`config.mk`:
```
export PLATFORM = sky130hd
export DESIGN_NAME = branch_issue_top
export DESIGN_NICKNAME = d
export VERILOG_FILES = /design/src/common/branch_pkg.sv /design/src/common/operand_bus_if.sv /design/src/branch_station/branch_station.sv /design/src/hdl/branch_eval.sv /design/src/hdl/branch_issue_top.sv /design/src/hdl/branch_sched.sv /design/src/hdl/phys_regfile.sv /design/src/hdl/regread_arbiter.sv
export VERILOG_INCLUDE_DIRS = /design/src /design/src/common
export SDC_FILE = /design/constraint.sdc
export NUM_CORES = 2
export LEC_CHECK = 0
export BUFFER_PORTS_ARGS = -buffer_cell sky130_fd_sc_hd__buf_2
export CORE_MARGIN = 8
export CORE_UTILIZATION = 50
export CTS_BUF_LIST = sky130_fd_sc_hd__clkbuf_8
export DETAILED_ROUTE_END_ITERATION = 8
export HOLD_SLACK_MARGIN = 0.05
export PLACE_DENSITY = 0.7
export SLEW_MARGIN = 25
export SYNTH_ARGS = -nofsm -noshare
export SYNTH_HDL_FRONTEND = slang
export SYNTH_HIERARCHICAL = 1
export SYNTH_SLANG_ARGS = --single-unit
```
`constraint.sdc`:
```
create_clock -name clk -period 20.6 [get_ports clk]
set_clock_uncertainty 0.15 [all_clocks]
set_input_delay 3.09 -clock clk [delete_from_list [all_inputs] [get_ports clk]]
set_output_delay 3.09 -clock clk [all_outputs]
set_load 0.02 [all_outputs]
```
`src/common/branch_defs.svh`:
```
/*
 * Width and count macros for the branch issue slice.
 * Include this file wherever a width or count is needed.
 */
`ifndef BRANCH_DEFS_SVH
`define BRANCH_DEFS_SVH

// Data and address width
`define BR_XLEN 32

// Physical register file size and register number width
`define BR_NPREG 64
`define BR_PREG_W 6

// Number of peer branch stations
`define BR_NSTATION 2

// Reorder buffer tag width
`define BR_ROBID_W 5

`endif

```
`src/common/branch_pkg.sv`:
```
/*
 * Shared types for the branch issue slice.
 * Users refer to them by scoped name, for example branch_pkg::preg_t.
 */
`include "branch_defs.svh"

package branch_pkg;

	// Physical register number; register 0 always reads as zero
	typedef logic [`BR_PREG_W-1:0] preg_t;

	typedef logic [`BR_XLEN-1:0] value_t;

	typedef logic [`BR_ROBID_W-1:0] robid_t;

	// Branch opcodes, conditional compares first and then the two jumps
	typedef enum logic [2:0] {
		BRC_EQ,
		BRC_NE,
		BRC_LT,
		BRC_GE,
		BRC_LTU,
		BRC_GEU,
		BRC_JAL,
		BRC_JALR
	} brclass_t;

	typedef enum logic [1:0] {
		ST_IDLE,
		ST_WAIT,
		ST_READY
	} station_state_t;

	// Renamed operation as it leaves dispatch
	typedef struct packed {
		robid_t robid;
		brclass_t brclass;
		value_t pc;
		value_t imm;
		preg_t psrc_a;
		preg_t psrc_b;
		preg_t pdst;
	} branch_op_t;

	// Fully gathered operation as the evaluator takes it
	typedef struct packed {
		robid_t robid;
		brclass_t brclass;
		value_t pc;
		value_t imm;
		value_t opa;
		value_t opb;
		preg_t pdst;
	} resolve_t;

endpackage

```
`src/common/operand_bus_if.sv`:
```
/*
 * Read request and response between one branch station and the
 * register read arbiter. One instance is made per station.
 */
`timescale 1ns/10ps

interface operand_bus_if;

	// Request side, held by the station until gnt is seen
	logic req;
	branch_pkg::preg_t req_preg;
	// Operand selector, 0 for A and 1 for B
	logic req_slot;

	// Grant pulse and the response one cycle later
	logic gnt;
	logic rsp_valid;
	logic rsp_ready;
	logic rsp_slot;
	branch_pkg::value_t rsp_data;

	modport station (
		output req, req_preg, req_slot,
		input gnt, rsp_valid, rsp_ready, rsp_slot, rsp_data
	);

	modport arbiter (
		input req, req_preg, req_slot,
		output gnt, rsp_valid, rsp_ready, rsp_slot, rsp_data
	);

endinterface

```
`src/branch_station/branch_station.sv`:
```
/*
 * One branch reservation station. It holds a dispatched branch, gathers
 * both operands from register zero, the read port or a writeback
 * broadcast, and offers the entry to the scheduler when complete.
 */
`timescale 1ns/10ps

module branch_station (
	input logic clk,
	input logic rst,
	input logic load_i,
	input branch_pkg::branch_op_t op_i,
	input logic wb_valid_i,
	input branch_pkg::preg_t wb_preg_i,
	input branch_pkg::value_t wb_data_i,
	input logic free_i,
	operand_bus_if.station bus,
	output branch_pkg::station_state_t state_o,
	output branch_pkg::resolve_t entry_o
);

	branch_pkg::station_state_t state;
	branch_pkg::branch_op_t op_q;
	branch_pkg::value_t val_a;
	branch_pkg::value_t val_b;
	logic valid_a;
	logic valid_b;
	// A read was granted for the slot, so only a broadcast can fill it now
	logic tried_a;
	logic tried_b;
	logic inflight;

	logic ld_zero_a;
	logic ld_zero_b;
	logic ld_va;
	logic ld_vb;
	logic need_a;
	logic need_b;
	logic wb_a;
	logic wb_b;
	logic rsp_a;
	logic rsp_b;
	logic next_a;
	logic next_b;

	// ============================================================
	// Operand capture
	// ============================================================

	// At load a zero source or a same-cycle writeback is valid at once
	assign ld_zero_a = op_i.psrc_a == '0;
	assign ld_zero_b = op_i.psrc_b == '0;
	assign ld_va = ld_zero_a || (wb_valid_i && wb_preg_i == op_i.psrc_a);
	assign ld_vb = ld_zero_b || (wb_valid_i && wb_preg_i == op_i.psrc_b);

	assign wb_a = state == branch_pkg::ST_WAIT && !valid_a && wb_valid_i
		&& wb_preg_i == op_q.psrc_a;
	assign wb_b = state == branch_pkg::ST_WAIT && !valid_b && wb_valid_i
		&& wb_preg_i == op_q.psrc_b;
	assign rsp_a = state == branch_pkg::ST_WAIT && !valid_a && bus.rsp_valid
		&& bus.rsp_ready && !bus.rsp_slot;
	assign rsp_b = state == branch_pkg::ST_WAIT && !valid_b && bus.rsp_valid
		&& bus.rsp_ready && bus.rsp_slot;
	assign next_a = valid_a || wb_a || rsp_a;
	assign next_b = valid_b || wb_b || rsp_b;

	// Read requests go out one operand at a time, A first
	assign need_a = !valid_a && !tried_a;
	assign need_b = !valid_b && !tried_b;
	assign bus.req = state == branch_pkg::ST_WAIT && !inflight && (need_a || need_b);
	assign bus.req_slot = !need_a;
	assign bus.req_preg = need_a ? op_q.psrc_a : op_q.psrc_b;

	// ============================================================
	// Control state
	// ============================================================

	always_ff @(posedge clk) begin
		if (rst) begin
			state <= branch_pkg::ST_IDLE;
			valid_a <= 1'b0;
			valid_b <= 1'b0;
			tried_a <= 1'b0;
			tried_b <= 1'b0;
			inflight <= 1'b0;
		end else begin
			// A late response after the slot filled is simply dropped
			if (bus.rsp_valid)
				inflight <= 1'b0;
			case (state)
				branch_pkg::ST_IDLE: begin
					if (load_i) begin
						valid_a <= ld_va;
						valid_b <= ld_vb;
						tried_a <= 1'b0;
						tried_b <= 1'b0;
						state <= (ld_va && ld_vb) ? branch_pkg::ST_READY
							: branch_pkg::ST_WAIT;
					end
				end
				branch_pkg::ST_WAIT: begin
					valid_a <= next_a;
					valid_b <= next_b;
					if (bus.gnt) begin
						inflight <= 1'b1;
						tried_a <= tried_a | !bus.req_slot;
						tried_b <= tried_b | bus.req_slot;
					end
					if (next_a && next_b)
						state <= branch_pkg::ST_READY;
				end
				default: begin
					if (free_i)
						state <= branch_pkg::ST_IDLE;
				end
			endcase
		end
	end

	// Payload, written on load and on each capture
	always_ff @(posedge clk) begin
		if (load_i) begin
			op_q <= op_i;
			val_a <= ld_zero_a ? '0 : wb_data_i;
			val_b <= ld_zero_b ? '0 : wb_data_i;
		end else begin
			if (wb_a)
				val_a <= wb_data_i;
			else if (rsp_a)
				val_a <= bus.rsp_data;
			if (wb_b)
				val_b <= wb_data_i;
			else if (rsp_b)
				val_b <= bus.rsp_data;
		end
	end

	assign state_o = state;
	assign entry_o.robid = op_q.robid;
	assign entry_o.brclass = op_q.brclass;
	assign entry_o.pc = op_q.pc;
	assign entry_o.imm = op_q.imm;
	assign entry_o.opa = val_a;
	assign entry_o.opb = val_b;
	assign entry_o.pdst = op_q.pdst;

	// The scheduler only steers dispatch into an empty station
	a_load_when_idle: assert property (@(posedge clk) disable iff (rst)
		load_i |-> state == branch_pkg::ST_IDLE);

endmodule

```
`src/hdl/branch_eval.sv`:
```
/*
 * Branch evaluator. Computes taken, target and link for the issued
 * entry and registers them, so resolve_valid_o follows issue by one cycle.
 */
`timescale 1ns/10ps

module branch_eval (
	input logic clk,
	input logic rst,
	input logic issue_i,
	input branch_pkg::resolve_t entry_i,
	output logic resolve_valid_o,
	output branch_pkg::robid_t resolve_robid_o,
	output logic resolve_taken_o,
	output branch_pkg::value_t resolve_target_o,
	output branch_pkg::value_t resolve_link_o,
	output branch_pkg::preg_t resolve_pdst_o
);

	logic taken;
	logic is_jump;
	branch_pkg::value_t jalr_sum;
	branch_pkg::value_t target;
	branch_pkg::value_t link;

	always_comb begin
		case (entry_i.brclass)
			branch_pkg::BRC_EQ: taken = entry_i.opa == entry_i.opb;
			branch_pkg::BRC_NE: taken = entry_i.opa != entry_i.opb;
			branch_pkg::BRC_LT: taken = $signed(entry_i.opa) < $signed(entry_i.opb);
			branch_pkg::BRC_GE: taken = $signed(entry_i.opa) >= $signed(entry_i.opb);
			branch_pkg::BRC_LTU: taken = entry_i.opa < entry_i.opb;
			branch_pkg::BRC_GEU: taken = entry_i.opa >= entry_i.opb;
			default: taken = 1'b1;
		endcase
	end

	assign is_jump = entry_i.brclass == branch_pkg::BRC_JAL
		|| entry_i.brclass == branch_pkg::BRC_JALR;

	// JALR is register relative with bit 0 cleared, all others pc relative
	assign jalr_sum = entry_i.opa + entry_i.imm;
	assign target = (entry_i.brclass == branch_pkg::BRC_JALR)
		? {jalr_sum[$bits(jalr_sum)-1:1], 1'b0} : entry_i.pc + entry_i.imm;
	assign link = is_jump ? entry_i.pc + 4 : '0;

	always_ff @(posedge clk) begin
		if (rst)
			resolve_valid_o <= 1'b0;
		else
			resolve_valid_o <= issue_i;
	end

	// Result fields only change on issue
	always_ff @(posedge clk) begin
		if (issue_i) begin
			resolve_robid_o <= entry_i.robid;
			resolve_taken_o <= taken;
			resolve_target_o <= target;
			resolve_link_o <= link;
			resolve_pdst_o <= entry_i.pdst;
		end
	end

endmodule

```
`src/hdl/branch_issue_top.sv`:
```
/*
 * Top level of the branch resolution slice. Packs the dispatch ports
 * and connects register file, arbiter, stations, scheduler and evaluator.
 */
`timescale 1ns/10ps
`include "branch_defs.svh"

module branch_issue_top (
	input logic clk,
	input logic rst,
	input logic dispatch_valid_i,
	input branch_pkg::robid_t dispatch_robid_i,
	input branch_pkg::brclass_t dispatch_class_i,
	input branch_pkg::value_t dispatch_pc_i,
	input branch_pkg::value_t dispatch_imm_i,
	input branch_pkg::preg_t dispatch_psrc_a_i,
	input branch_pkg::preg_t dispatch_psrc_b_i,
	input branch_pkg::preg_t dispatch_pdst_i,
	output logic dispatch_ready_o,
	input logic wb_valid_i,
	input branch_pkg::preg_t wb_preg_i,
	input branch_pkg::value_t wb_data_i,
	input logic alloc_valid_i,
	input branch_pkg::preg_t alloc_preg_i,
	output logic resolve_valid_o,
	output branch_pkg::robid_t resolve_robid_o,
	output logic resolve_taken_o,
	output branch_pkg::value_t resolve_target_o,
	output branch_pkg::value_t resolve_link_o,
	output branch_pkg::preg_t resolve_pdst_o
);

	branch_pkg::branch_op_t dispatch_op;
	branch_pkg::station_state_t st_state [`BR_NSTATION];
	branch_pkg::resolve_t st_entry [`BR_NSTATION];
	branch_pkg::resolve_t issue_entry;
	logic [`BR_NSTATION-1:0] st_load;
	logic [`BR_NSTATION-1:0] st_free;
	logic issue;
	logic rd_en;
	branch_pkg::preg_t rd_preg;
	branch_pkg::value_t rd_data;
	logic rd_ready;

	operand_bus_if bus0 ();
	operand_bus_if bus1 ();

	assign dispatch_op.robid = dispatch_robid_i;
	assign dispatch_op.brclass = dispatch_class_i;
	assign dispatch_op.pc = dispatch_pc_i;
	assign dispatch_op.imm = dispatch_imm_i;
	assign dispatch_op.psrc_a = dispatch_psrc_a_i;
	assign dispatch_op.psrc_b = dispatch_psrc_b_i;
	assign dispatch_op.pdst = dispatch_pdst_i;

	// ============================================================
	// Register file and its shared read port
	// ============================================================

	phys_regfile u_regfile (
		.clk(clk),
		.rst(rst),
		.wr_en_i(wb_valid_i),
		.wr_preg_i(wb_preg_i),
		.wr_data_i(wb_data_i),
		.alloc_en_i(alloc_valid_i),
		.alloc_preg_i(alloc_preg_i),
		.rd_en_i(rd_en),
		.rd_preg_i(rd_preg),
		.rd_data_o(rd_data),
		.rd_ready_o(rd_ready)
	);

	regread_arbiter u_arbiter (
		.clk(clk),
		.rst(rst),
		.s0_bus(bus0.arbiter),
		.s1_bus(bus1.arbiter),
		.rd_en_o(rd_en),
		.rd_preg_o(rd_preg),
		.rd_data_i(rd_data),
		.rd_ready_i(rd_ready)
	);

	// ============================================================
	// Stations, scheduler and evaluator
	// ============================================================

	branch_station u_station0 (
		.clk(clk),
		.rst(rst),
		.load_i(st_load[0]),
		.op_i(dispatch_op),
		.wb_valid_i(wb_valid_i),
		.wb_preg_i(wb_preg_i),
		.wb_data_i(wb_data_i),
		.free_i(st_free[0]),
		.bus(bus0.station),
		.state_o(st_state[0]),
		.entry_o(st_entry[0])
	);

	branch_station u_station1 (
		.clk(clk),
		.rst(rst),
		.load_i(st_load[1]),
		.op_i(dispatch_op),
		.wb_valid_i(wb_valid_i),
		.wb_preg_i(wb_preg_i),
		.wb_data_i(wb_data_i),
		.free_i(st_free[1]),
		.bus(bus1.station),
		.state_o(st_state[1]),
		.entry_o(st_entry[1])
	);

	branch_sched u_sched (
		.clk(clk),
		.rst(rst),
		.dispatch_valid_i(dispatch_valid_i),
		.state_i(st_state),
		.entry_i(st_entry),
		.load_o(st_load),
		.free_o(st_free),
		.dispatch_ready_o(dispatch_ready_o),
		.issue_o(issue),
		.issue_entry_o(issue_entry)
	);

	branch_eval u_eval (
		.clk(clk),
		.rst(rst),
		.issue_i(issue),
		.entry_i(issue_entry),
		.resolve_valid_o(resolve_valid_o),
		.resolve_robid_o(resolve_robid_o),
		.resolve_taken_o(resolve_taken_o),
		.resolve_target_o(resolve_target_o),
		.resolve_link_o(resolve_link_o),
		.resolve_pdst_o(resolve_pdst_o)
	);

endmodule

```
`src/hdl/branch_sched.sv`:
```
/*
 * Branch scheduler. Steers dispatch into the lowest idle station and
 * sends the lowest ready station to the evaluator, freeing it.
 */
`timescale 1ns/10ps
`include "branch_defs.svh"

module branch_sched (
	input logic clk,
	input logic rst,
	input logic dispatch_valid_i,
	input branch_pkg::station_state_t state_i [`BR_NSTATION],
	input branch_pkg::resolve_t entry_i [`BR_NSTATION],
	output logic [`BR_NSTATION-1:0] load_o,
	output logic [`BR_NSTATION-1:0] free_o,
	output logic dispatch_ready_o,
	output logic issue_o,
	output branch_pkg::resolve_t issue_entry_o
);

	// Fixed priority by station number for both choices
	always_comb begin
		load_o = '0;
		free_o = '0;
		dispatch_ready_o = 1'b0;
		issue_o = 1'b0;
		issue_entry_o = entry_i[0];
		for (int s = 0; s < `BR_NSTATION; s++) begin
			if (state_i[s] == branch_pkg::ST_IDLE && !dispatch_ready_o) begin
				dispatch_ready_o = 1'b1;
				load_o[s] = dispatch_valid_i;
			end
			if (state_i[s] == branch_pkg::ST_READY && !issue_o) begin
				issue_o = 1'b1;
				free_o[s] = 1'b1;
				issue_entry_o = entry_i[s];
			end
		end
	end

	// Dispatch must wait for a free station
	a_dispatch_ready: assert property (@(posedge clk) disable iff (rst)
		dispatch_valid_i |-> dispatch_ready_o);

endmodule

```
`src/hdl/phys_regfile.sv`:
```
/*
 * Physical register file with one ready bit per register.
 * One write port sets ready, allocation clears it, and the single
 * read port returns data and ready one cycle after the request.
 */
`timescale 1ns/10ps
`include "branch_defs.svh"

module phys_regfile (
	input logic clk,
	input logic rst,
	input logic wr_en_i,
	input branch_pkg::preg_t wr_preg_i,
	input branch_pkg::value_t wr_data_i,
	input logic alloc_en_i,
	input branch_pkg::preg_t alloc_preg_i,
	input logic rd_en_i,
	input branch_pkg::preg_t rd_preg_i,
	output branch_pkg::value_t rd_data_o,
	output logic rd_ready_o
);

	branch_pkg::value_t regs [`BR_NPREG];
	logic [`BR_NPREG-1:0] ready;

	// Register 0 is never written and never loses its ready bit
	always_ff @(posedge clk) begin
		if (rst) begin
			ready <= '1;
			for (int i = 0; i < `BR_NPREG; i++) begin
				regs[i] <= '0;
			end
		end else begin
			if (alloc_en_i && alloc_preg_i != '0)
				ready[alloc_preg_i] <= 1'b0;
			if (wr_en_i && wr_preg_i != '0) begin
				regs[wr_preg_i] <= wr_data_i;
				ready[wr_preg_i] <= 1'b1;
			end
		end
	end

	// Registered read, a write in the same cycle is forwarded
	always_ff @(posedge clk) begin
		if (rd_en_i) begin
			if (rd_preg_i == '0) begin
				rd_data_o <= '0;
				rd_ready_o <= 1'b1;
			end else if (wr_en_i && wr_preg_i == rd_preg_i) begin
				rd_data_o <= wr_data_i;
				rd_ready_o <= 1'b1;
			end else begin
				rd_data_o <= regs[rd_preg_i];
				rd_ready_o <= ready[rd_preg_i];
			end
		end
	end

	// Rename never reallocates a register while its producer writes back
	a_no_wr_alloc_clash: assert property (@(posedge clk) disable iff (rst)
		!(wr_en_i && alloc_en_i && wr_preg_i == alloc_preg_i));

endmodule

```
`src/hdl/regread_arbiter.sv`:
```
/*
 * Round-robin arbiter for the single register read port.
 * Grants one station per cycle and steers the registered response back
 * to that station one cycle later.
 */
`timescale 1ns/10ps

module regread_arbiter (
	input logic clk,
	input logic rst,
	operand_bus_if.arbiter s0_bus,
	operand_bus_if.arbiter s1_bus,
	output logic rd_en_o,
	output branch_pkg::preg_t rd_preg_o,
	input branch_pkg::value_t rd_data_i,
	input logic rd_ready_i
);

	// Station that wins when both request, flips after every grant
	logic prio;
	logic gnt0;
	logic gnt1;
	logic gnt_slot;
	// Response tracking for the read that is in flight
	logic pend_q;
	logic pend_stn_q;
	logic pend_slot_q;

	assign gnt0 = s0_bus.req && (!s1_bus.req || !prio);
	assign gnt1 = s1_bus.req && (!s0_bus.req || prio);
	assign s0_bus.gnt = gnt0;
	assign s1_bus.gnt = gnt1;

	assign rd_en_o = gnt0 | gnt1;
	assign rd_preg_o = gnt1 ? s1_bus.req_preg : s0_bus.req_preg;
	assign gnt_slot = gnt1 ? s1_bus.req_slot : s0_bus.req_slot;

	always_ff @(posedge clk) begin
		if (rst) begin
			prio <= 1'b0;
			pend_q <= 1'b0;
		end else begin
			pend_q <= rd_en_o;
			if (rd_en_o) begin
				prio <= gnt0;
				pend_stn_q <= gnt1;
				pend_slot_q <= gnt_slot;
			end
		end
	end

	// The response fields are shared, only rsp_valid is steered
	assign s0_bus.rsp_valid = pend_q && !pend_stn_q;
	assign s1_bus.rsp_valid = pend_q && pend_stn_q;
	assign s0_bus.rsp_ready = rd_ready_i;
	assign s1_bus.rsp_ready = rd_ready_i;
	assign s0_bus.rsp_slot = pend_slot_q;
	assign s1_bus.rsp_slot = pend_slot_q;
	assign s0_bus.rsp_data = rd_data_i;
	assign s1_bus.rsp_data = rd_data_i;

	// A station passed over wins the port the next cycle it still asks
	a_rr_turn0: assert property (@(posedge clk) disable iff (rst)
		s0_bus.req && gnt1 |=> !s0_bus.req || gnt0);
	a_rr_turn1: assert property (@(posedge clk) disable iff (rst)
		s1_bus.req && gnt0 |=> !s1_bus.req || gnt1);

endmodule

```
Word level (Yosys, flattened, before mapping)
Memory sizes are Yosys's and may differ from the RTL's.
Index checks and enable logic that the tools add are counted.

word-level totals
  register bits after elaboration = 500
  RAM bits = 2,048
  input bits = 139
  output and inout bits = 78
  memories = 1

cells by class
  equality and inequality tests = 26
  mux-type cells = 79
  reduce and logical (&&, ||, !) cells = 107
  $add $sub $neg = 3
  $lt $le $gt $ge = 9
  bitwise gates (word level) = 9

memory list
  name            words  bits a word  rd ports  clocked after Yosys merged registers in  wr ports  RTL line            RTL
  u_regfile.regs  64     32           1         0                                        64        phys_regfile.sv:23  branch_pkg::value_t regs [`BR_NPREG];

operators by type and width
  operator                                                     count
  2-to-1 mux 32 bit                                            17
  2-to-1 mux 64 bit                                            3
  2-to-1 mux 142 bit                                           1
  adder 32 bit                                                 2
  AND 64 bit                                                   1
  >= comparator 32 bit                                         2
  less-than comparator 32 bit                                  2
  inverter 64 bit                                              1
  bitwise OR 64 bit                                            1
  logical AND 1 bit                                            48
  == test 6 bit                                                7
  2-to-1 mux 1 bit                                             33
  adder 32 x 3 -> 32 bit (second input constant)               1
  == test 32 bit                                               1
  != test 32 bit                                               1
  OR reduction 32 bit                                          1
  2-to-1 mux 6 bit                                             4
  less-than comparator 6 x 7 -> 1 bit (second input constant)  3
  zero test 1 bit                                              19
  zero test 6 bit                                              3
  nonzero test 3 bit                                           6
  case mux 1 bit (2 select lines)                              8
  logical OR 1 bit                                             15
  2-to-1 mux 2 bit                                             7
  20 further kinds                                             46

Longest topological paths before layout
  depth in word-level cells = 11
  mapped depth = 18
  depth with buffers taken out = 15

By module
Netlist, hierarchy kept.

modules (own cells, without submodules)
  module           sequential area each (um^2)  area an instance (um^2)  times used  cells each
  phys_regfile     63,771.2                     97,358.4                 1           6,675
  branch_station   4,764.6                      7,582.3                  2           526
  branch_eval      2,302.2                      7,303.3                  1           820
  branch_sched     0.0                          2,048.2                  1           167
  regread_arbiter  100.1                        788.3                    1           89

Least setup slack after synthesis
No wires, ideal clock.

  kind = in2reg
  start = input port dispatch_valid_i
  end = register u_station1.val_a[0], enable pin
  slack = 4.766 ns
  arrival = 15.289 ns
  path buffers = 0
  data required time = 20.055 ns
  stages = 3
  path through = nor4b_1 > inv_1 > nand2_1

between the ends
  longest elaborated chain between the ends = 2

RTL lines
  element                       RTL line                RTL
  from (decl)                   branch_issue_top.sv:11  input logic dispatch_valid_i,
  2-to-1 mux 1 bit              branch_sched.sv:29      if (state_i[s] == branch_pkg::ST_IDLE && !dispatch_ready_o) begin
  nonzero test 3 bit (no line)  --
  to (signal assigned)          branch_station.sv:124   val_a <= ld_zero_a ? '0 : wb_data_i;
  to (signal assigned)          branch_station.sv:128   val_a <= wb_data_i;
  to (signal assigned)          branch_station.sv:130   val_a <= bus.rsp_data;
  to (decl)                     branch_station.sv:24    branch_pkg::value_t val_a;

No other way between the ends.
A chain may end at the register's enable or synchronous reset.

Worst setup path in the final report
  start = register u_station1.valid_a
  end = register u_regfile.rd_data_o[21] (data pin)

between the ends
  longest elaborated chain between the ends = 9
  elaborated cells on any way between the ends = 12

RTL lines
  element                                                                            RTL line                RTL
  from (decl)                                                                        branch_station.sv:26    logic valid_a;
  from (signal assigned)                                                             branch_station.sv:93    valid_a <= ld_va;
  from (signal assigned)                                                             branch_station.sv:102   valid_a <= next_a;
  zero test 1 bit *                                                                  branch_station.sv:68    assign need_a = !valid_a && !tried_a;
  logical AND 1 bit *                                                                branch_station.sv:68
  logical OR 1 bit *                                                                 branch_station.sv:70    assign bus.req = state == branch_pkg::ST_WAIT && !inflight && (need_a || need_b);
  logical AND 1 bit *                                                                branch_station.sv:70
  named net bus1.req                                                                 operand_bus_if.sv:10    logic req;
  logical AND 1 bit *                                                                regread_arbiter.sv:30   assign gnt1 = s1_bus.req && (!s0_bus.req || prio);
  2-to-1 mux 6 bit *                                                                 regread_arbiter.sv:35   assign rd_preg_o = gnt1 ? s1_bus.req_preg : s0_bus.req_preg;
  named net rd_preg[1]                                                               branch_issue_top.sv:41  branch_pkg::preg_t rd_preg;
  parallel branches: the longest is 3 deep, another holds memory read (64 x 32 bit)  --
  to (signal assigned)                                                               phys_regfile.sv:50      rd_data_o <= wr_data_i;
  to (signal assigned)                                                               phys_regfile.sv:53      rd_data_o <= regs[rd_preg_i];
  to (decl)                                                                          phys_regfile.sv:19      output branch_pkg::value_t rd_data_o,

Mark *: on every way through the listed nets, which the timed path passes.

==> metrics <==
dpl hpwl=222 mm; clk root buf=clkbuf_8; Setup CP Type=flop to flop; Pleak=between 40 and 50 nW; Avg Cell Area, Syn=13.9 um2; Yosys Warn Count=6; 1st-iter DRT viols=9913; Wirelength per Cell=30.2 um; ys flop type=edfxtp_1; CP startpoint kind=flop; Hold-fix buffers, CTS=0; #FFs+latches synth=2548; Yosys top cell area share=60.4%; Mapped Cells=8803; Max VDD drop=between 0.07 and 0.08 mV; Sink Count=2548; Min Hold Slack=308 ps; largest net degree at the start of global routing=a little under 90; relative slew slack=21.4%; final hold vios=0; Total Neg Setup Slack=0 ps; CTS resizes=0; clock tree buffer depth=4; DRT antenna net count=0; CTS tree=yes; area share of and/or/nand/nor cells after synthesis=14.2%; GRT overflow=0; design area=0.133 mm2; Seq/Total Area, Yosys=61.7%; Post-Synth XOR/XNOR Area=0.857%; Power Density=between 100 and 150 mW/mm2; Worst Min Path Start=u_regfile/ready[0]; number of flops mapped to enable cells by yosys=2467; FMAX=130 MHz; Core Area=0.245 mm2; DIE WIDTH=511 um; MaxCap Viol Count=0; largest family of logic cells by synthesized area=simple AND/OR/NAND/NOR gates; post-CTS repair timing setup buffer count=0; worst min path class=flop to flop; outcome=finished, final reports clean; initial antenna violation count=47; Final #Nets=between 8000 and 9000; FP Rows=around 180; crit path DAT=between 8000 and 9000 ps; Post-Syn Area=0.123 mm2; RSZ-0062 raised after global routing=no; Synth async-reset ratio=0%; drt first pass iters=8; commonest cells after routing, fill and taps aside=2467 x edfxtp_1, 2023 x and2_1, 612 x mux2i_1; Tmin final=7670 ps; H-tree depth=5; Tot Pwr=0.0156 W; area leader, netlist=edfxtp_1; Post-Synth Adder-Cell Area=less than 1%; CP max FO=75; final core occ=54.1%; Syn-to-layout area delta=8.07%; Clk pin slew, worst setup/hold paths=approximately 60 ps; Compound-Gate Fraction of Synth Area=5.45%; drt total wl=371 mm; commonest non-fill, non-tap cell in the layout=edfxtp_1; first-pass GRT wire length=around 520 mm; placed cell areas=approximately 0.12 mm2; io pins=around 220; endpoint class of the critical path=flop; Worst R2R Start=u_station1/valid_a; CP Launch Point=u_station1/valid_a; clock buffers created by TritonCTS=roughly 430; Critical Path RT=~21000 ps; final setup fails=0; max-slew violations=0; die area=0.261 mm2; Worst-Skew Late Latency=1130 ps; mux contribution to synthesized area=12.5%; Yosys cell types=85; DIE HEIGHT=511 um; Layout fillers=19700; Placer Congestion=0.912; Worst-Margin Slew=1180 ps; vias per inst=6.22; Period Utilization, post-route=37.2%; Total Routing Usage GR=about 27%; PortBufs=~220; Starting Density=50.1%; vias in the first global route=about 74000; main area contributors after synthesis=edfxtp_1 60%, and2_1 10%, mux4_2 5.6%; DRC=0; via count=76400; share of cells above drive strength 1=18.3%
-- stage by stage --
step           cells  setup slack, ps
5_1_grt        12200            12610
6_report       12300            12930
2_1_floorplan   8834             4770
3_3_place_gp   11500            11910
4_1_cts        12200            12980
3_5_place_dp   11500            12980
-- report_power, final --
part           internal (W)  switching (W)
registers           0.00621       0.000278
logic               0.00171        0.00320
clock network       0.00215        0.00205
-- kinds of logic (layout without fill, tap and decap cells) --
kind of cell,count (synthesis),count (layout)
buf+inv,1038,1215
fa+ha+maj,96,96
compound gates,978,978
mux,1099,1099
flops,2548,2548
xor+xnor,120,120
simple gates,2923,2923
other cells,1,68
-- worst max-delay path: stages (launching register included) --
cell and delay [ps]:
dfxtp_1 370, nor2_1 560, nor2_1 160, nor3_1 560
nand2_4 250, mux2_8 750, buf_4 670, buf_12 520
buf_4 860, buf_4 870, mux4_2 610, a22oi_1 240
nand3_1 240, a21oi_1 260, a21oi_1 130
-- flip-flops by register name (all words and copies together), names as in the netlist, 32 cells and up --
signal,cells
u_eval/resolve_target_o,32
u_station1/entry_o,78
u_station1/val_a,32
u_station1/val_b,32
u_regfile/regs,2048
u_station0/val_b,32
u_regfile/ready,64
u_regfile/rd_data_o,32
u_eval/resolve_link_o,32
u_station0/entry_o,78
u_station0/val_a,32
-- path summary, 6_finish.rpt --
check / to / slack (ps) / cells after the start
max: u_regfile/rd_data_o[21] / 12930 / 14
min: u_regfile/ready[0] / 310 / 1
max reg2reg: u_regfile/rd_data_o[21] / 12930 / 14
min reg2reg: u_regfile/ready[0] / 310 / 1
-- synthesized netlist by cell type, types with 22 or more instances --
library cell / n
a21o_1: 40
a21oi_1: 201
a22oi_1: 214
and2_1: 2026
and3_1: 22
buf_1: 46
buf_2: 78
buf_4: 286
buf_6: 27
clkbuf_1: 536
dfxtp_1: 81
edfxtp_1: 2467
ha_1: 94
inv_1: 64
mux2_2: 106
mux2_4: 76
mux2i_1: 612
mux4_2: 305
nand2_1: 188
nand2b_1: 92
nand3_1: 153
nand4_1: 46
nor2_1: 173
nor2b_1: 29
nor3_1: 26
o211ai_1: 60
o21ai_0: 167
o22ai_1: 84
o22ai_2: 56
or2_2: 74
xnor2_1: 67
xor2_1: 53
-- per-layer routing --
metal / GRT usage [%] / part of all wire, %
met5: 0 / 0.027
met1: 36.4 / 37
met2: 41.3 / 45
met4: 11.4 / 4.3
met3: 8.42 / 14
-- final cells by class --
type / instances / area, um2 / share of cell area, %
tap: 3220 / 4030 / 3.04
timing repair buffer: 388 / 2530 / 1.91
inverter: 64 / 240 / 0.181
antenna: 36 / 90.1 / 0.0680
sequential: 2548 / 75700 / 57.1
clock inverter: 315 / 1640 / 1.23
multi-input combinational: 5248 / 42200 / 31.8
clock buffer: 448 / 6170 / 4.65
Power figures use the tool's default switching activity.
